### config.mk
export PLATFORM = sky130hd
export DESIGN_NAME = memoryMap
export DESIGN_NICKNAME = d
export VERILOG_FILES = /design/src/hw/memPkg.sv /design/src/hw/memoryMap.sv
export VERILOG_INCLUDE_DIRS = /design/src /design/src/hw
export SDC_FILE = /design/constraint.sdc
export NUM_CORES = 1
export LEC_CHECK = 0
export BUFFER_PORTS_ARGS = -buffer_cell sky130_fd_sc_hd__buf_2
export CAP_MARGIN = 20
export CORE_AREA = 2 2 68 70
export DETAILED_ROUTE_END_ITERATION = 8
export DIE_AREA = 0 0 70 72
export GPL_ROUTABILITY_DRIVEN = 0
export PLACE_DENSITY = 0.79
export SYNTH_ARGS = -nofsm -noshare
export SYNTH_HDL_FRONTEND = slang
export SYNTH_SLANG_ARGS = --single-unit
### constraint.sdc
create_clock -name vclk -period 0.8
set_input_delay 0.08 -clock vclk [all_inputs]
set_output_delay 0.08 -clock vclk [all_outputs]
set_load 0.01 [all_outputs]
### src/hw/bootCfg.svh
`ifndef BOOT_CFG_SVH
`define BOOT_CFG_SVH

// Program RAM depth in 32-bit words
`define RAM_WORDS 1024

// Cycles the loader keeps everything parked after rstN rises
`define RESET_CYCLES 16

// clk_25mhz cycles per sclk half period
`define SPI_HALF_PERIOD 2

// Command byte the card answers with one image word
`define SD_READ_CMD 8'h11

`endif

### src/hw/memPkg.sv
`include "bootCfg.svh"

package memPkg;

    // Data and address as seen on the processor bus
    typedef logic [31:0] word_t;
    typedef logic [31:0] busAddr_t;

    // Word index into program RAM
    typedef logic [$clog2(`RAM_WORDS)-1:0] ramAddr_t;

    // Word index into the card image
    typedef logic [15:0] cardAddr_t;

    // Framebuffer coordinates and 8-bit colour
    typedef logic [7:0] coord_t;
    typedef logic [7:0] pixel_t;

endpackage

### src/hw/memoryMap.sv
`timescale 1ns/10ps

module memoryMap
    import memPkg::*;
(
    input  logic     clk_25mhz,
    input  logic     loading,
    input  logic     ldWrite,
    input  ramAddr_t ldAddr,
    input  word_t    ldData,
    input  busAddr_t busAddr,
    input  word_t    busWrData,
    input  logic     busWrite,
    output logic     ramWrite,
    output ramAddr_t ramAddr,
    output word_t    ramWrData,
    output logic     fbWrite,
    output coord_t   fbX,
    output coord_t   fbY,
    output pixel_t   fbColor
);

    logic ramSel;
    logic pixelSel;

    // Upper half zero selects RAM, lower half zero with nonzero upper is a pixel
    assign ramSel   = (busAddr[31:16] == '0);
    assign pixelSel = (busAddr[15:0] == '0) && !ramSel;

    // Loader owns the RAM port during boot
    assign ramAddr   = loading ? ldAddr : ramAddr_t'(busAddr);
    assign ramWrData = loading ? ldData : busWrData;
    assign ramWrite  = loading ? ldWrite : (busWrite && ramSel);

    assign fbWrite = !loading && busWrite && pixelSel;
    assign fbX     = busAddr[23:16];
    assign fbY     = busAddr[31:24];
    assign fbColor = busWrData[7:0];

    // One bus write never reaches both memories
    exclusiveWrite: assert property (@(posedge clk_25mhz)
        !(ramWrite && fbWrite));

endmodule

Word level (Yosys, flattened, before mapping)
Index checks and enable logic that the tools add are counted.
{"block": "word_totals", "output_inout_bits": 68, "elab_cells": 11, "regBits": 0}
{"block": "op_classes", "n_mux": 3, "n_reduce_logical": 8}
{"operator": "16-bit zero test", "n": 2}
{"operator": "32-bit two-way mux", "n": 1}
{"operator": "10-bit two-way mux", "n": 1}
{"operator": "1-bit logical AND", "n": 4}
{"operator": "1-bit zero test", "n": 2}
{"operator": "1-bit two-way mux", "n": 1}

Depth between registers and ports, before layout
{"block": "depth", "depth_word": 4, "mapped_depth": 4, "ltp_nobuf": 3}

Least setup slack after synthesis
Ideal clock, no wire load.
{"block": "synth_path", "path_kind": "input -> output", "startpoint": "input port loading", "endpoint": "output port fbWrite", "path_stages": 4, "t_required_ps": 720, "path_slack_ps": -75, "arrival_ps": 795, "n_path_buf": 1, "cell_sequence": "buf_6 > nor4_2 > nand4_1 > nor3_2"}
{"block": "synth_between", "elab_chain_cells": 3}
{"element": "start, declared", "line": "memoryMap.sv:7", "text": "input logic loading,"}
{"element": "1-bit zero test", "line": "memoryMap.sv:35", "text": "assign fbWrite = !loading && busWrite && pixelSel;"}
{"element": "1-bit logical AND (2 in a row)", "line": "memoryMap.sv:35"}
{"element": "end, declared", "line": "memoryMap.sv:17", "text": "output logic fbWrite,"}
No other way between the ends.

Worst setup path after layout
{"block": "layout_path", "startpoint": "input port busAddr[25]", "endpoint": "output port ramWrite"}
{"block": "layout_between", "elab_chain_cells": 3}
{"element": "start, declared", "line": "memoryMap.sv:11", "text": "input busAddr_t busAddr,"}
{"element": "16-bit zero test", "line": "memoryMap.sv:27", "text": "assign ramSel = (busAddr[31:16] == '0);"}
{"element": "1-bit logical AND", "line": "memoryMap.sv:33", "text": "assign ramWrite = loading ? ldWrite : (busWrite && ramSel);"}
{"element": "1-bit two-way mux", "line": "memoryMap.sv:33"}
{"element": "end, declared", "line": "memoryMap.sv:14", "text": "output logic ramWrite,"}
No other way between the ends.

==> impl_metrics.xml <==
<?xml version="1.0" encoding="UTF-8"?>
<metrics>
  <group name="synthesis">
    <metric name="synth_adder_area_share" unit="%">0</metric>
    <metric name="synth_sequential_area_ratio" unit="%">0</metric>
    <metric name="synth_top_area_cell" unit="">sky130_fd_sc_hd__mux2_2</metric>
    <metric name="top_cells_by_area_in_the_synthesized_netlist" unit="">sky130_fd_sc_hd__mux2_2 59%, sky130_fd_sc_hd__buf_4 26%, sky130_fd_sc_hd__nor4_1 3.9%</metric>
    <metric name="dominant_combinational_cell_family_by_area_after_synthesis" unit="">multiplexers</metric>
    <metric name="synth-xor-area-share" unit="%">0</metric>
    <metric name="synth.yosys.warnings" unit="">0</metric>
    <metric name="syn-num-nets" unit="">195</metric>
    <metric name="synth_top_area_share" unit="%">59.2</metric>
    <metric name="muxShareOfSynthArea" unit="%">59.2</metric>
    <metric name="synth_compound_area_share" unit="%">1.10</metric>
    <metric name="syn_area" unit="sq um">798</metric>
    <metric name="post_synth_num_cell_types" unit="">13</metric>
    <metric name="synth-simple-area-share" unit="%">11.9</metric>
    <metric name="syn_inst" unit="">85</metric>
    <metric name="synth_area_per_cell" unit="sq um">9.39</metric>
  </group>
  <group name="timing">
    <metric name="rsz_0062_raised_after_global_routing" unit="">true</metric>
    <metric name="min_period" unit="ps">1080</metric>
    <metric name="timing.final.crit_share" unit="%">135</metric>
    <metric name="setup-violations-final" unit="">44</metric>
    <metric name="max_slew_margin" unit="%">82.1</metric>
    <metric name="timing.final.hold_violations" unit="">0</metric>
    <metric name="final_worst_slack" unit="ps">-279</metric>
    <metric name="slew_viol_final" unit="">0</metric>
    <metric name="timing.fmax" unit="MHz">927</metric>
    <metric name="max_slew.worst_pin.slew" unit="ps">266</metric>
    <metric name="setup_total_negative_slack" unit="ps">-3170</metric>
    <metric name="worst_hold_slack" unit="ps">358</metric>
  </group>
  <group name="setup_path">
    <metric name="worstSetupPathType" unit="">primary input to primary output</metric>
    <metric name="crit_path_start_kind" unit="">primary input</metric>
    <metric name="worstSetupEndpointType" unit="">primary output</metric>
    <metric name="worstPathRequired" unit="ps">720</metric>
    <metric name="critical_path_arrival" unit="ps">1000</metric>
    <metric name="path_max_fanout" unit="">2</metric>
    <metric name="startpoint" unit="">busAddr[25]</metric>
  </group>
  <group name="layout">
    <metric name="area.sequential" unit="sq um">0</metric>
    <metric name="area_growth_syn_to_layout" unit="%">176</metric>
    <metric name="layout.nets" unit="">356</metric>
    <metric name="sequential_cell_total" unit="">0</metric>
    <metric name="final_antenna_diode_count" unit="">0</metric>
    <metric name="mostFrequentLayoutCells" unit="">131 x sky130_fd_sc_hd__buf_2, 45 x sky130_fd_sc_hd__buf_6, 39 x sky130_fd_sc_hd__mux2_4</metric>
    <metric name="layout_commonest_cell" unit="">sky130_fd_sc_hd__buf_2</metric>
    <metric name="layout.clock_buffers" unit="">0</metric>
    <metric name="multi_input_comb_area" unit="sq um">793</metric>
    <metric name="fillerInstances" unit="">407</metric>
    <metric name="drive_gt1_share" unit="%">97.5</metric>
  </group>
  <group name="route">
    <metric name="via_per_inst" unit="">4.36</metric>
    <metric name="postRouteAntennaNets" unit="">0</metric>
    <metric name="mean_routed_wirelength_per_cell" unit="um">14.8</metric>
    <metric name="vias" unit="">1291</metric>
    <metric name="totalWireLength" unit="um">4380</metric>
    <metric name="drtIter0Drc" unit="">20</metric>
    <metric name="route.detailed.drc" unit="">0</metric>
    <metric name="dr.pass1.iters" unit="">2</metric>
  </group>
  <group name="grt">
    <metric name="grt_remaining_overflow" unit="">0</metric>
    <metric name="vias_in_the_first_global_route" unit="">1410</metric>
    <metric name="grt_first_pass_wirelength" unit="um">6600</metric>
    <metric name="grt_util_all_layers" unit="%">15.5</metric>
    <metric name="grt_start_max_net_pins" unit="">9</metric>
    <metric name="antenna_found_initial" unit="">0</metric>
  </group>
  <group name="min_path">
    <metric name="worstHoldStart" unit="">busAddr[23]</metric>
    <metric name="hold_crit_depth" unit="">2</metric>
    <metric name="class_of_the_worst_hold_path" unit="">primary input to primary output</metric>
  </group>
  <group name="run_status">
    <metric name="run_status" unit="">finished, violations left</metric>
    <metric name="failed_checks" unit="">setup timing</metric>
  </group>
  <group name="place">
    <metric name="detailedPlacementHpwl" unit="um">3010</metric>
    <metric name="port_buffers" unit="">177</metric>
  </group>
  <group name="die">
    <metric name="dieWidth" unit="um">70</metric>
    <metric name="dieArea" unit="sq mm">0.00504</metric>
    <metric name="initial_utilization" unit="%">18.7</metric>
    <metric name="placement_rows" unit="">24</metric>
    <metric name="top_level_ports" unit="">178</metric>
    <metric name="floorplan.die.height" unit="um">72</metric>
    <metric name="core-area" unit="sq mm">0.00426</metric>
  </group>
  <group name="run">
    <metric name="max_cap_viol_count" unit="">0</metric>
  </group>
  <group name="power_and_ir_drop">
    <metric name="worst_ir_drop_vdd" unit="mV">0.271</metric>
    <metric name="cellPowerDensity" unit="mW/mm^2">623</metric>
    <metric name="leakagePower" unit="nW">1.25</metric>
  </group>
  <group name="clock_network">
    <metric name="cts-hold-fix-buffers" unit="">0</metric>
  </group>
</metrics>
-- synth_stat cells (all sizes together) --
master,n
nor2b,1
or4,1
nor2,1
nor4b,1
nor3,1
and4,1
a22o,1
mux2,42
buf,29
nand4,1
nor4,6
-- stage by stage --
stage / utilization [%] / setup WS, ps / instance area [sq um] / power [W] / instances
detailed placement: 37.4 / -465 / 1590 / 0.000904 / 292
floorplan: - / -75.0 / 798 / 0.000474 / 85
global placement: 37.4 / -377 / 1590 / 0.000890 / 292
CTS: 51.6 / -292 / 2200 / 0.00137 / 298
finish: 51.7 / -279 / 2200 / 0.00137 / 296
global route: 51.7 / -359 / 2200 / 0.00145 / 296
-- layout make-up --
type / instances / share of cell area [%]
timing repair buffer: 188 / 61.0
tap: 52 / 2.95
multi-input combinational: 56 / 36.0
-- cells by family after synthesis --
kind of cell | Yosys count
buf+inv | 29
mux | 42
compound gates | 1
simple gates | 13
-- layer usage --
layer	up-vias	part of all wire, %	routed length [um]	track usage [%]
met5	-	0	0	0
met2	84	59	2600	34.6
met3	2	6.9	304	1.39
met1	592	33	1460	16.2
li1	613	-	-	-
met4	0	0.43	19	0
-- power by group --
group | total [W] | switching (W) | internal, W
clock network | 0 | 0 | 0
logic | 0.00137 | 0.000500 | 0.000872
registers | 0 | 0 | 0
-- final timing paths --
kind	end	slack, ps
min	fbX[7]	360
max	ramWrite	-280
-- repair_timing --
item / 4_1_cts / 5_1_grt
endpoints found under the setup margin: 44 / 44
gates resized for setup: 100 / 22
setup buffers: 3 / 3
gates cloned: 4 / 0
pin swaps: 5 / 8
-- worst max-delay path: stages --
cell	delay (ps)
sky130_fd_sc_hd__buf_2	100
sky130_fd_sc_hd__nor4_1	300
sky130_fd_sc_hd__and4_1	280
sky130_fd_sc_hd__a22o_1	130
sky130_fd_sc_hd__buf_2	120
(Power assumes the default switching activity.)
