**src/hw/bootCfg.svh**
```systemverilog
`ifndef BOOT_CFG_SVH
`define BOOT_CFG_SVH

// Program RAM depth in 32-bit words
`define RAM_WORDS 1024

// Cycles the loader keeps everything parked after rstN rises
`define RESET_CYCLES 16

// clk_25mhz cycles per sclk half period
`define SPI_HALF_PERIOD 2

// Command byte the card answers with one image word
`define SD_READ_CMD 8'h11

`endif

```
**src/hw/ctrlPkg.sv**
```systemverilog
package ctrlPkg;

    // Boot sequencer
    typedef enum logic [2:0] {
        RESET_HOLD,
        READ_SIZE,
        WAIT_SIZE,
        READ_WORD,
        WAIT_WORD,
        RUNNING
    } loaderState_t;

    // SPI word reader
    typedef enum logic [1:0] {
        IDLE,
        SEND,
        RECEIVE,
        FINISH
    } sdState_t;

endpackage

```
**src/hw/memPkg.sv**
```systemverilog
`include "bootCfg.svh"

package memPkg;

    // Data and address as seen on the processor bus
    typedef logic [31:0] word_t;
    typedef logic [31:0] busAddr_t;

    // Word index into program RAM
    typedef logic [$clog2(`RAM_WORDS)-1:0] ramAddr_t;

    // Word index into the card image
    typedef logic [15:0] cardAddr_t;

    // Framebuffer coordinates and 8-bit colour
    typedef logic [7:0] coord_t;
    typedef logic [7:0] pixel_t;

endpackage

```
**src/hw/bootLoader.sv**
```systemverilog
`timescale 1ns/10ps
`include "bootCfg.svh"

module bootLoader
    import memPkg::*;
    import ctrlPkg::*;
(
    input  logic      clk_25mhz,
    input  logic      rstN,
    input  logic      sdBusy,
    input  logic      sdDone,
    input  word_t     sdData,
    output logic      sdRead,
    output cardAddr_t sdAddr,
    output logic      loading,
    output logic      ldWrite,
    output ramAddr_t  ldAddr,
    output word_t     ldData,
    output logic      booted
);

    localparam int HoldWidth = $clog2(`RESET_CYCLES + 1);

    loaderState_t         state;
    logic [HoldWidth-1:0] holdCnt;
    cardAddr_t            remaining;

    // RAM port stays with the loader until the image is in
    assign loading = !booted;

    always_ff @(posedge clk_25mhz) begin
        if (!rstN) begin
            state     <= RESET_HOLD;
            holdCnt   <= '0;
            remaining <= '0;
            sdRead    <= 1'b0;
            sdAddr    <= '0;
            ldWrite   <= 1'b0;
            booted    <= 1'b0;
        end else begin
            sdRead  <= 1'b0;
            ldWrite <= 1'b0;
            case (state)
                RESET_HOLD: begin
                    holdCnt <= holdCnt + 1'b1;
                    if (holdCnt == HoldWidth'(`RESET_CYCLES - 1)) begin
                        state <= READ_SIZE;
                    end
                end
                READ_SIZE: begin
                    // Image header sits at card word 0
                    if (!sdBusy) begin
                        sdRead <= 1'b1;
                        sdAddr <= '0;
                        state  <= WAIT_SIZE;
                    end
                end
                WAIT_SIZE: begin
                    if (sdDone) begin
                        remaining <= cardAddr_t'(sdData);
                        state     <= (sdData == '0) ? RUNNING : READ_WORD;
                    end
                end
                READ_WORD: begin
                    if (!sdBusy) begin
                        sdRead <= 1'b1;
                        sdAddr <= sdAddr + 1'b1;
                        state  <= WAIT_WORD;
                    end
                end
                WAIT_WORD: begin
                    if (sdDone) begin
                        // Card word k lands at RAM word k-1
                        ldWrite   <= 1'b1;
                        ldAddr    <= ramAddr_t'(sdAddr - 1'b1);
                        ldData    <= sdData;
                        remaining <= remaining - 1'b1;
                        state     <= (remaining == cardAddr_t'(1)) ? RUNNING : READ_WORD;
                    end
                end
                RUNNING: begin
                    booted <= 1'b1;
                end
                default: state <= RESET_HOLD;
            endcase
        end
    end

    // Image must fit in program RAM
    sizeFits: assert property (@(posedge clk_25mhz) disable iff (!rstN)
        (state == WAIT_SIZE && sdDone) |-> (sdData <= word_t'(`RAM_WORDS)));

endmodule

```
**config.mk**
```make
export PLATFORM = sky130hd
export DESIGN_NAME = bootLoader
export DESIGN_NICKNAME = d
export VERILOG_FILES = /design/src/hw/ctrlPkg.sv /design/src/hw/memPkg.sv /design/src/hw/bootLoader.sv
export VERILOG_INCLUDE_DIRS = /design/src /design/src/hw
export SDC_FILE = /design/constraint.sdc
export NUM_CORES = 1
export LEC_CHECK = 0
export BUFFER_PORTS_ARGS = -buffer_cell sky130_fd_sc_hd__buf_4
export CAP_MARGIN = 20
export CELL_PAD_IN_SITES_DETAIL_PLACEMENT = 1
export CELL_PAD_IN_SITES_GLOBAL_PLACEMENT = 1
export CORE_ASPECT_RATIO = 1.4
export CORE_MARGIN = 2
export CORE_UTILIZATION = 36
export CTS_CLUSTER_DIAMETER = 30
export DETAILED_ROUTE_END_ITERATION = 12
export MAX_ROUTING_LAYER = met4
export PLACE_DENSITY_LB_ADDON = 0.1
export SLEW_MARGIN = 20
export SYNTH_ARGS = -nofsm -noshare
export SYNTH_HDL_FRONTEND = slang
export SYNTH_SLANG_ARGS = --single-unit
```
**constraint.sdc**
```tcl
create_clock -name clk_25mhz -period 3.4 [get_ports clk_25mhz]
set_input_delay 0.68 -clock clk_25mhz [delete_from_list [all_inputs] [get_ports clk_25mhz]]
set_output_delay 0.68 -clock clk_25mhz [all_outputs]
set_load 0.02 [all_outputs]
```
After elaboration in Yosys (flattened, before gate mapping)

Cells that the tools add are included.

Reduce and logical (&&, ||, !) cells: 12
Bitwise logic cells: 1
Equal/unequal tests: 12
Add/subtract/negate cells: 4
Mux-type cells: 16

Operators by type and width:

| operator              | count |
|---|---|
| $mux 16               | 4 |
| $pmux 16 s2           | 2 |
| $logic_not 32->1      | 1 |
| $mux 3                | 7 |
| $pmux 3 s6            | 1 |
| $add 16x1->16 const B | 1 |
| $eq 16x1->1 const B   | 1 |
| $sub 16x1->16 const B | 1 |
| $ne 2x2->1 const B    | 5 |
| $sub 10x1->10 const B | 1 |
| $reduce_and 3->1      | 3 |
| $eq 3x2->1 const B    | 2 |
| $eq 3x3->1 const B    | 2 |
| $reduce_and 6->1      | 1 |
| $add 5x1->5 const B   | 1 |
| $eq 5x4->1 const B    | 1 |
| $reduce_and 2->1      | 2 |
| $reduce_bool 2->1     | 2 |
| $eq 3x1->1 const B    | 1 |
| $logic_not 3->1       | 1 |
| $mux 1                | 2 |
| $reduce_or 2->1       | 1 |
| $logic_not 1->1       | 1 |
| $not 1->1             | 1 |

Bits in registers: 85
Word-level logic and storage cells: 54
Bits of input ports: 36

Depth between registers and ports, before layout

Word-level depth: 4
Gate-level depth with buffers: 7

Worst setup path after synthesis

OpenSTA, ideal clock, no wires.

Kind: register -> register
From: register state[0]
To: register ldAddr[0], enable pin
Slack: 0.140 ns
Buffers on the path: 1
Library setup time: 0.445 ns
Stages on the path, launching flop included: 5
Period minus slack after synthesis: 3.260 ns
Arrival: 2.815 ns
Cells stage by stage: dfxtp_1 -> buf_2 -> nor3b_1 -> nand2_1 -> nor2_1

Cells in the longest elaborated chain, start to end: 2

Ends and longest elaborated chain:

| element                    | RTL line         | source |
|---|---|---|
| start: declaration         | bootLoader.sv:24 | `loaderState_t state;` |
| start signal: assignment   | bootLoader.sv:61 | `state <= (sdData == '0) ? RUNNING : READ_WORD;` |
| start signal: assignment   | bootLoader.sv:78 | `state <= (remaining == cardAddr_t'(1)) ? RUNNING : READ_WORD;` |
| $eq 3x3->1                 | bootLoader.sv:43 | `case (state)` |
| $reduce_and 3->1 (no line) | --               |  |
| end signal: assignment     | bootLoader.sv:75 | `ldAddr <= ramAddr_t'(sdAddr - 1'b1);` |
| end: declaration           | bootLoader.sv:17 | `output ramAddr_t ldAddr,` |

Every way passes these cells.
A chain may end at the register's enable or synchronous reset.

Final worst setup path

From: register state[2]
To: register ldData[0], enable pin

Cells in the longest elaborated chain, start to end: 2

Ends and longest elaborated chain:

| element                    | RTL line         | source |
|---|---|---|
| $eq 3x3->1                 | bootLoader.sv:43 |  |
| $reduce_and 3->1 (no line) | --               |  |
| end signal: assignment     | bootLoader.sv:76 | `ldData <= sdData;` |
| end: declaration           | bootLoader.sv:18 | `output word_t ldData,` |

Every way passes these cells.

==> reports/metrics.yaml <==
ys_types: 51
post-dp-hpwl_um: 7619
synth_top_area_cell: "edfxtp_1"
start_kind: "flop"
netlist_top_cells_area: "edfxtp_1 (34%), dfxtp_1 (23%), nor2_1 (4.9%)"
clkSlewWorstSetupHoldPaths_ns: 0.07
viasPerCell: 5.177
nets: 502
die_y_um: 124.3
hold_depth: 2
synth_edf_count: 42
finalNonFillerCells: 600
drv_slew: 0
rrSetupSlack_ns: 0.99
post-cts-setup-buffer-count: 0
switching_share: 0.2241
rr_startpoint: "state[2]"
grt_pass1_wl_um: 16790
cts_buffers: 9
outcome: "completed"
ant_nets: 0
nFillCells: 1151
finalSetupViolations: 0
required_ns: 3.44
initial_core_util: 0.3717
drive_gt1_frac: 0.2667
synth_top_area_share: 0.3391
min_period_over_period: 0.7077
total_leakage_power_nw: 1.871
htreeDepth: 3
drc: 0
powerDensity_nw_per_um2: 425.7
layout_common_cells: "buf_4 (104), nor2_1 (48), dfxtp_1 (43), edfxtp_1 (42), nand2_1 (31)"
clkSinkCount: 85
synth_seq_cells: 85
fp-row-count: 43
timing.fmax_ghz: 0.4156
vdd_drop_max_v: 0.0002984
syn_area_per_cell_um2: 10.25
layout_commonest_cell: "buf_4"
ys_async_sr_fraction: 0
hold_path_class: "flop to flop"
p_int_mw: 1.613
crit_type: "flop to flop"
comb_power_share: 0.038
grt_pass1_vias: 3216
vias: 3106
maxCapViolations: 0
period_needed_ns: 2.406
rsz0062_at_grt: "false"
cp.arrival_ns: 2.45
fin_skew_ns: 0.006421
clockBufferDepth: 2
p_switching_mw: 0.4657
synth_warnings: 0
r2r_cells: 5
dr.first_iter.drc_count: 106
synth_top_flop_cell: "dfxtp_1"
cts_root_buf: "clkbuf_16"
antenna_found_initial: 0
drt_wl_total_um: 10220
clkLatencyLatePin_ns: 0.34
syn_area_um2: 3720
worstMarginPinSlew_ns: 0.7443
worst_hold_path.endpoint: "remaining[8]"
timing.rr.end: "ldData[0]"
core-area_um2: 10010
cts_resized: 0
routabilityCongestion: 0.7592
syn_inst: 363
min-delay-start: "remaining[8]"
cts_tree: "built"
grt_max_degree: 27
drt-wirelength-per-cell_um: 17.03
dieArea_um2: 11170
grt_overflow_total: 0
syn-num-nets: 405
ioPinCount: 98
max_slew_margin: 0.5000
yosysSeqAreaShare: 0.5705
portBuffers: 97
timing.setup.tns_ns: 0
grtUsageTotal: 0.1931
dpl.cell_count: 584
diodes: 0
p_clk_frac: 0.444
setup.worst_path.end_class: "flop"
multi_input_area_um2: 1490
hold_viol_final: 0
holdBufCountCts: 0
pwr-share-seq: 0.518
die_w_um: 89.91
area_growth_pct: 31.25
first_pass_iters: 4
regArea_um2: 2122
worstPathMaxFanout: 20
## Yosys cell counts, drive strengths merged, types with 2 or more instances
master,n
or4,5
dfxtp,43
and2,2
nand2,31
buf,2
o21a,3
a22oi,3
nand4,6
o22ai,4
xnor2,10
a221oi,2
nor4,17
and4,2
mux2i,3
o21ai,17
inv,12
and3,4
xor2,14
nand3,2
edfxtp,42
or3,8
or3b,2
nor2b,4
a31oi,2
nor3,10
nor2,49
nor3b,4
a21oi,20
clkbuf,16
ha,6
a211oi,2
## logic make-up (layout without fill, tap and decap cells)
logic type,count (synthesis),after routing,synth area share
and+or+nand+nor,149,149,0.2022
muxes,3,3,0.008073
xor gates and xnor gates,24,24,0.05651
DFF,85,85,0.5705
adders and majority gates,6,6,0.02018
buffers and inverters,30,132,0.03095
AOI/OAI and AO/OA,66,66,0.1117
## state kept, by name, summed over array words and instances, names as in the netlist
signal and flops:
ldData 32, remaining 16, sdAddr 16, ldAddr 10
holdCnt 5, state 3, booted 1, ldWrite 1
sdRead 1
## worst max-delay path, cell delays in order, from the launching register on
cell and delay [ns]:
dfxtp_1 0.62, nor3b_1 0.24, buf_4 0.22, nand2_1 0.19, nor2_4 0.51, buf_4 0.31
## per-stage QoR
stage	worst slack (ns)	utilization	hold slack (ns)	power, mW	instance area, µm²
detailed placement	0.9587	0.4604	0.4945	1.179	4607
global route	0.8060	0.4879	0.5181	2.144	4882
global placement	0.9227	0.4604	0.4829	1.177	4607
floorplan	0.1404	-	0.4671	1.124	3720
CTS	0.9869	0.4879	0.5042	2.097	4882
finish	0.9937	0.4879	0.4997	2.078	4882
## area by class of cell
type | count | share of cell area
Clock inverter | 6 | 0.009482
Tap cell | 135 | 0.03460
Timing Repair Buffer | 104 | 0.1599
Clock buffer | 10 | 0.04690
Multi-Input combinational cell | 248 | 0.3052
Inverter | 12 | 0.009226
Sequential cell | 85 | 0.4347
## routing by layer
| metal | vias to the layer above | part of all wire | global-route usage |
|---|---|---|---|
| li1 | 1519 | - | - |
| met1 | 1507 | 0.39 | 0.2039 |
| met2 | 64 | 0.55 | 0.3494 |
| met3 | 16 | 0.039 | 0.04477 |
| met4 | 0 | 0.021 | 0.07240 |
| met5 | - | 0 | - |
## power by group through the flow
| stage | clock [mW] | combinational [mW] | sequential [mW] |
|---|---|---|---|
| after detailed placement | 0 | 0.0791 | 1.10 |
| final | 0.924 | 0.0780 | 1.08 |
| after global routing | 0.981 | 0.0867 | 1.08 |
| after global placement | 0 | 0.0771 | 1.10 |
| after floorplan | 0 | 0.0245 | 1.10 |
| after CTS | 0.941 | 0.0794 | 1.08 |
## worst max-delay path by stage
stage                 end  startpoint
6_report        ldData[0]    state[2]
3_3_place_gp   sdAddr[15]      sdBusy
5_1_grt         ldData[0]    state[2]
2_1_floorplan   ldAddr[0]    state[0]
3_5_place_dp   sdAddr[15]      sdBusy
4_1_cts         ldData[0]    state[2]
Note: power is estimated with default switching activity, not from simulation.
