===== src/hw/bootCfg.svh =====
`ifndef BOOT_CFG_SVH
`define BOOT_CFG_SVH

// Program RAM depth in 32-bit words
`define RAM_WORDS 1024

// Cycles the loader keeps everything parked after rstN rises
`define RESET_CYCLES 16

// clk_25mhz cycles per sclk half period
`define SPI_HALF_PERIOD 2

// Command byte the card answers with one image word
`define SD_READ_CMD 8'h11

`endif


===== src/hw/ctrlPkg.sv =====
package ctrlPkg;

    // Boot sequencer
    typedef enum logic [2:0] {
        RESET_HOLD,
        READ_SIZE,
        WAIT_SIZE,
        READ_WORD,
        WAIT_WORD,
        RUNNING
    } loaderState_t;

    // SPI word reader
    typedef enum logic [1:0] {
        IDLE,
        SEND,
        RECEIVE,
        FINISH
    } sdState_t;

endpackage


===== src/hw/memPkg.sv =====
`include "bootCfg.svh"

package memPkg;

    // Data and address as seen on the processor bus
    typedef logic [31:0] word_t;
    typedef logic [31:0] busAddr_t;

    // Word index into program RAM
    typedef logic [$clog2(`RAM_WORDS)-1:0] ramAddr_t;

    // Word index into the card image
    typedef logic [15:0] cardAddr_t;

    // Framebuffer coordinates and 8-bit colour
    typedef logic [7:0] coord_t;
    typedef logic [7:0] pixel_t;

endpackage


===== src/hw/sdReader.sv =====
`timescale 1ns/10ps
`include "bootCfg.svh"

module sdReader
    import memPkg::*;
    import ctrlPkg::*;
(
    input  logic      clk_25mhz,
    input  logic      rstN,
    input  logic      read,
    input  cardAddr_t addr,
    input  logic      miso,
    output word_t     data,
    output logic      busy,
    output logic      done,
    output logic      cs,
    output logic      sclk,
    output logic      mosi
);

    localparam int DivWidth = $clog2(`SPI_HALF_PERIOD + 1);
    localparam int CmdBits = 24;
    localparam int TotalBits = 56;
    localparam logic [7:0] ReadCmd = `SD_READ_CMD;

    sdState_t            state;
    logic [DivWidth-1:0] divCnt;
    logic [5:0]          bitCnt;
    logic [CmdBits-1:0]  txShift;
    word_t               rxShift;
    logic                halfTick;

    // End of one sclk half period
    assign halfTick = (divCnt == DivWidth'(`SPI_HALF_PERIOD - 1));

    always_ff @(posedge clk_25mhz) begin
        if (!rstN) begin
            state  <= IDLE;
            busy   <= 1'b0;
            done   <= 1'b0;
            cs     <= 1'b1;
            sclk   <= 1'b0;
            mosi   <= 1'b0;
            divCnt <= '0;
            bitCnt <= '0;
        end else begin
            done <= 1'b0;
            case (state)
                IDLE: begin
                    if (read) begin
                        state   <= SEND;
                        busy    <= 1'b1;
                        cs      <= 1'b0;
                        divCnt  <= '0;
                        bitCnt  <= '0;
                        txShift <= {ReadCmd, addr};
                        // First bit must be on mosi before the first rising edge
                        mosi    <= ReadCmd[7];
                    end
                end
                SEND, RECEIVE: begin
                    divCnt <= halfTick ? '0 : divCnt + 1'b1;
                    if (halfTick) begin
                        sclk <= !sclk;
                        if (!sclk) begin
                            // Rising edge, card data is stable here
                            if (state == RECEIVE) begin
                                rxShift <= {rxShift[30:0], miso};
                            end
                        end else begin
                            // Falling edge closes a bit
                            bitCnt <= bitCnt + 1'b1;
                            if (state == SEND) begin
                                txShift <= {txShift[CmdBits-2:0], 1'b0};
                                mosi    <= txShift[CmdBits-2];
                                if (bitCnt == 6'(CmdBits - 1)) begin
                                    state <= RECEIVE;
                                    mosi  <= 1'b0;
                                end
                            end else if (bitCnt == 6'(TotalBits - 1)) begin
                                state <= FINISH;
                            end
                        end
                    end
                end
                FINISH: begin
                    state <= IDLE;
                    cs    <= 1'b1;
                    busy  <= 1'b0;
                    done  <= 1'b1;
                    data  <= rxShift;
                end
                default: state <= IDLE;
            endcase
        end
    end

    // The loader has to wait for busy to fall before the next request
    readWhileBusy: assert property (@(posedge clk_25mhz) disable iff (!rstN)
        read |-> !busy);

    // sclk only moves inside a selected transfer
    sclkWithCs: assert property (@(posedge clk_25mhz) disable iff (!rstN)
        $changed(sclk) |-> !cs);

endmodule


===== config.mk =====
export PLATFORM = sky130hd
export DESIGN_NAME = sdReader
export DESIGN_NICKNAME = d
export VERILOG_FILES = /design/src/hw/ctrlPkg.sv /design/src/hw/memPkg.sv /design/src/hw/sdReader.sv
export VERILOG_INCLUDE_DIRS = /design/src /design/src/hw
export SDC_FILE = /design/constraint.sdc
export NUM_CORES = 1
export LEC_CHECK = 0
export ABC_AREA = 1
export BUFFER_PORTS_ARGS = -buffer_cell sky130_fd_sc_hd__buf_4
export CORE_MARGIN = 3
export CORE_UTILIZATION = 25
export DETAILED_ROUTE_END_ITERATION = 8
export REMOVE_ABC_BUFFERS = 1
export SKIP_LAST_GASP = 1
export SLEW_MARGIN = 20
export SYNTH_ARGS = -nofsm -noshare
export SYNTH_HDL_FRONTEND = slang
export SYNTH_SLANG_ARGS = --single-unit

===== constraint.sdc =====
create_clock -name clk_25mhz -period 8.75 [get_ports clk_25mhz]
set_clock_uncertainty 0.1 [all_clocks]
set_input_delay 0 -clock clk_25mhz [delete_from_list [all_inputs] [get_ports clk_25mhz]]
set_output_delay 0 -clock clk_25mhz [all_outputs]
set_load 0.01 [all_outputs]

-- Word level (Yosys, flattened, before mapping)
Cells that the tools add are included.
- bits in registers: 102
- output and inout bits: 37
- bits of input ports: 20
- logic and storage cells: 69
- add/subtract/negate cells: 2
- equal/unequal tests: 12
- reductions and logical operators: 14
- bitwise gates (word level): 1
- muxes and demuxes: 29
- operator list (kind ; count):
    2-to-1 mux 23 bit ; 4
    one-hot mux 23 bit (2 select lines) ; 1
    2-to-1 mux 6 bit ; 3
    2-to-1 mux 2 bit ; 8
    AND reduction 5 bit ; 3
    one-hot mux 6 bit (2 select lines) ; 1
    inequality test 2 bit (second input constant) ; 4
    AND reduction 2 bit ; 4
    2-to-1 mux 1 bit ; 7
    adder 6 x 1 -> 6 bit (second input constant) ; 1
    == test 6 x 5 -> 1 bit (second input constant) ; 1
    == test 6 bit (second input constant) ; 1
    inequality test 3 bit (second input constant) ; 2
    one-hot mux 1 bit (2 select lines) ; 3
    one-hot mux 2 bit (3 select lines) ; 1
    AND reduction 6 bit ; 1
    == test 2 x 1 -> 1 bit (second input constant) ; 2
    == test 2 bit (second input constant) ; 2
    one-hot mux 2 bit (2 select lines) ; 1
    AND reduction 4 bit ; 1
    nonzero test 2 bit ; 2
    adder 2 x 1 -> 2 bit (second input constant) ; 1
    logical NOT 2 bit ; 1
    OR reduction 2 bit ; 1
    2 further kinds ; 2

-- Longest topological paths before layout
- depth after elaboration: 6
- mapped depth: 11
- mapped depth without buffers: 11

-- Least setup slack after synthesis
Ideal clock, no wire load.
- path type: reg-to-reg
- start: register state[0]
- end: register rxShift[0] (enable)
- required time: 8189 ps
- cell stages (with the launch flop): 6
- arrival time: 3266 ps
- setup time: 461 ps
- path buffers: 1
- setup slack: 4923 ps
- clock period less this slack: 3827 ps
- cell sequence: dfxtp_1 -> inv_1 -> ha_1 -> buf_2 -> nand3_1 -> nor3_1
- longest elaborated chain between the ends: 3
- elaborated cells between the ends (all ways): 4
- classes of those cells: eq/ne: 2; reduce/logical: 2
- ends and longest elaborated chain (item ; line ; RTL):
    start: declaration ; sdReader.sv:26 ; sdState_t state;
    start signal: assignment ; sdReader.sv:38 ; state <= IDLE;
    start signal: assignment ; sdReader.sv:51 ; state <= SEND;
    start signal: assignment ; sdReader.sv:77 ; state <= RECEIVE;
    == test 2 bit or == test 2 x 1 -> 1 bit (tied branches) ; sdReader.sv:48, sdReader.sv:67 ;
    OR reduction 2 bit ; sdReader.sv:48 ; case (state)
    AND reduction 5 bit (no source line) (*) ; -- ;
    end signal: assignment ; sdReader.sv:68 ; rxShift <= {rxShift[30:0], miso};
    end: declaration ; sdReader.sv:30 ; word_t rxShift;
Mark *: on every way between the ends. The rest lies on a longest branch, timed or not.
A chain may end at the register's enable or synchronous reset.

-- Final worst setup path
- start: register state[0]
- end: register txShift[12] (enable)
- longest elaborated chain between the ends: 4
- elaborated cells between the ends (all ways): 10
- classes of those cells: eq/ne: 6; reduce/logical: 4
- ends and longest elaborated chain (item ; line ; RTL):
    == test 2 bit or == test 2 x 1 -> 1 bit (tied branches) ; sdReader.sv:48, sdReader.sv:73 ;
    OR reduction 2 bit ; sdReader.sv:48 ;
    inequality test 2 bit (no source line) or nonzero test 2 bit (tied branches) ; -- ;
    AND reduction 6 bit (no source line) (*) ; -- ;
    end signal: assignment ; sdReader.sv:56 ; txShift <= {ReadCmd, addr};
    end signal: assignment ; sdReader.sv:74 ; txShift <= {txShift[CmdBits-2:0], 1'b0};
    end: declaration ; sdReader.sv:29 ; logic [CmdBits-1:0] txShift;
Marks and branches as above.

==> flow_summary.yaml <==
outcome:
  status: "finished, final reports clean"
power:
  p_per_area_nw_per_um2: 274
  max-vdd-ir-drop_uv: 126
  leakage_power_total_nw: 1.84
  post_layout_power_mw: 1.30
drt:
  detailroute.via_count: 2086
  detail_route.first_pass.iterations: 4
  route.antenna.remaining_nets: 0
  dr.first_iter.drc_count: 135
  avgRoutedWirePerCell_um: 11.5
  routed_wirelength_mm: 6.10
  drt-vias-per-instance: 3.94
  detail_route.drc_violations: 0
synthesis:
  synth_enable_flop_cells: 87
  synth_cell_types: 23
  syn-instance-count: 264
  post_synth.cell_area_avg_um2: 13.8
  ys_ff_latch: 102
  yosysWarnings: 0
  seq_area_frac_synth_pct: 80.1
  synth_ff_type: "sky130_fd_sc_hd__edfxtp_1"
  synth_async_sr_flop_share_pct: 0
  netlist_area_um2: 3640
worst_setup_path:
  path_max_fanout: 32
  ff2ff_path_depth: 7
  critPathLaunchType: "register"
  worstSetupEndpointType: "register"
  cp_data_required_time_ns: 8.62
  criticalPathCategory: "reg -> reg"
  worstPathArrival_ns: 2.82
clocking:
  clock_sinks: 102
  cts_made_buffers: 9
  cts_root_buf: "sky130_fd_sc_hd__clkbuf_16"
  tritoncts: "built"
  postCtsResizedCells: 0
  htree_levels: 3
  max-clock-path-buffers: 2
  clock_latency_on_the_worst_skew_pair_ns: 0.34
  clk_pin_slew_worst_paths_ns: 0.07
sta:
  finalSetupTns_ns: 0
  clock.fmax_ghz: 0.340
  finalHoldViolCount: 0
  tightest_slew_ns: 0.941
  setup_viol_count_final: 0
  finalCriticalPeriod_ns: 2.95
  max-slew-margin-rel_pct: 37.3
  timing_max_transition_violations_final: 0
  setup_repair_after_global_routing_missed_its_margin: "false"
  min_period_over_period_pct: 33.7
place:
  gpl.final_weighted_congestion: 0.761
  place.detailed.hpwl_mm: 4.01
  place.port_buffers: 56
floorplanning:
  die-height_um: 127
  die_w_um: 127
  fp.coreArea_um2: 14000
  rows: 43
  initial_core_util_pct: 25.9
  top_level_ports: 57
  die_area_um2: 16000
run:
  cap_viol_max_count: 0
global_route:
  initial_antenna_violation_count: 0
  grt_pass1_wl_mm: 9.93
  grt_remaining_overflow: 0
  grt_usage_pct: 7.92
  number_of_global_route_vias_before_repair: 2053
  grt_max_degree: 33
layout:
  fill_cells: 1375
  areaGrowthSynthToFinish_pct: 30.5
  final_common_cell: "sky130_fd_sc_hd__edfxtp_1"
  final_cell_mix: "sky130_fd_sc_hd__edfxtp_1 (87), sky130_fd_sc_hd__nand2_1 (75), sky130_fd_sc_hd__buf_4 (57), sky130_fd_sc_hd__inv_1 (23), sky130_fd_sc_hd__dlygate4sd3_1 (19)"
  layout-drive-gt1-share_pct: 23.7
  nNetsFinal: 371
  diodes: 0
hold_path:
  min_delay_path_depth: 2
  holdCritPathClass: "in -> reg"
## critical path, cell delays in order, from the launching register on
cell and delay, ns:
sky130_fd_sc_hd__dfxtp_1 0.37, sky130_fd_sc_hd__inv_1 0.09, sky130_fd_sc_hd__ha_1 0.68, sky130_fd_sc_hd__inv_2 0.45, sky130_fd_sc_hd__nor2_1 0.09, sky130_fd_sc_hd__inv_1 0.08, sky130_fd_sc_hd__nand3_1 0.15, sky130_fd_sc_hd__nor2_4 0.55
## repair_timing
item / in CTS / in global routing
endpoints found under the hold margin: 32 / 0
setup buffers: 0 / 0
hold buffers: 19 / 0
## report_power, final
group	switching [mW]	total, mW	internal, mW
clock	0.176	0.373	0.196
sequential	0.0220	0.634	0.612
combinational	0.198	0.296	0.0972
total	0.397	1.30	0.905
## area by class of cell
cell class / instances / area [um^2] / share of cell area, %
timing repair buffer: 76 / 618 / 13.0
clock inverter: 6 / 53.8 / 1.13
inverter: 26 / 98.8 / 2.08
multi-input combinational: 131 / 611 / 12.9
clock buffer: 9 / 225 / 4.75
tap: 180 / 225 / 4.75
sequential: 102 / 2910 / 61.4
## routing by layer
metal | up-vias | global-route usage [%] | part of all wire (%)
met1 | 961 | 9.59 | 47
met5 | - | 0 | 0
li1 | 1059 | - | -
met2 | 58 | 12.1 | 45
met4 | 0 | 3.97 | 1.9
met3 | 8 | 3.33 | 6.4
## path summary, 6_finish.rpt
check,slack (ns),from,endpoint
worst min-delay path,0.28,miso,rxShift[0]
worst min register to register,0.32,rxShift[31],data[31]
worst max-delay path,5.80,state[0],txShift[12]
worst max register to register,5.80,state[0],txShift[12]
## cells in the mapped netlist (2+ instances only)
master | n | area share [%]
sky130_fd_sc_hd__nand2_2 | 3 | 0.52
sky130_fd_sc_hd__nor2_1 | 19 | 2.0
sky130_fd_sc_hd__nand3_1 | 6 | 0.83
sky130_fd_sc_hd__nand2_1 | 75 | 7.7
sky130_fd_sc_hd__ha_1 | 5 | 1.7
sky130_fd_sc_hd__dfxtp_1 | 15 | 8.3
sky130_fd_sc_hd__o21ai_1 | 4 | 0.55
sky130_fd_sc_hd__edfxtp_1 | 87 | 72
sky130_fd_sc_hd__buf_2 | 3 | 0.41
sky130_fd_sc_hd__a21oi_1 | 7 | 0.96
sky130_fd_sc_hd__inv_1 | 24 | 2.5
sky130_fd_sc_hd__o21ai_0 | 4 | 0.55
sky130_fd_sc_hd__or2_2 | 2 | 0.34
## stage by stage
stage	cell area, um^2	cells	utilization [%]	worst slack, ns	hold slack (ns)
after detailed placement	4270	496	30.4	5.40	0.0828
final	4740	530	33.8	5.80	0.277
after global routing	4740	530	33.8	5.56	0.268
after global placement	4270	496	30.4	5.61	0.0832
after CTS	4740	530	33.8	5.42	0.264
after floorplan	3610	259	-	4.62	-0.00113
## kinds of logic after synthesis
logic type,Yosys count,share of synthesized area (%)
and+or+nand+nor,107,11.7
DFF,102,80.1
buffers and inverters,31,3.44
AOI/OAI and AO/OA,18,2.79
adders and majority gates,5,1.72
xor gates and xnor gates,1,0.241
## registers in the layout, indices dropped and copies added (netlist names), 2 cells and up
register / cells
data: 32
rxShift: 32
txShift: 23
bitCnt: 6
divCnt: 2
state: 2
(Power assumes the default switching activity.)
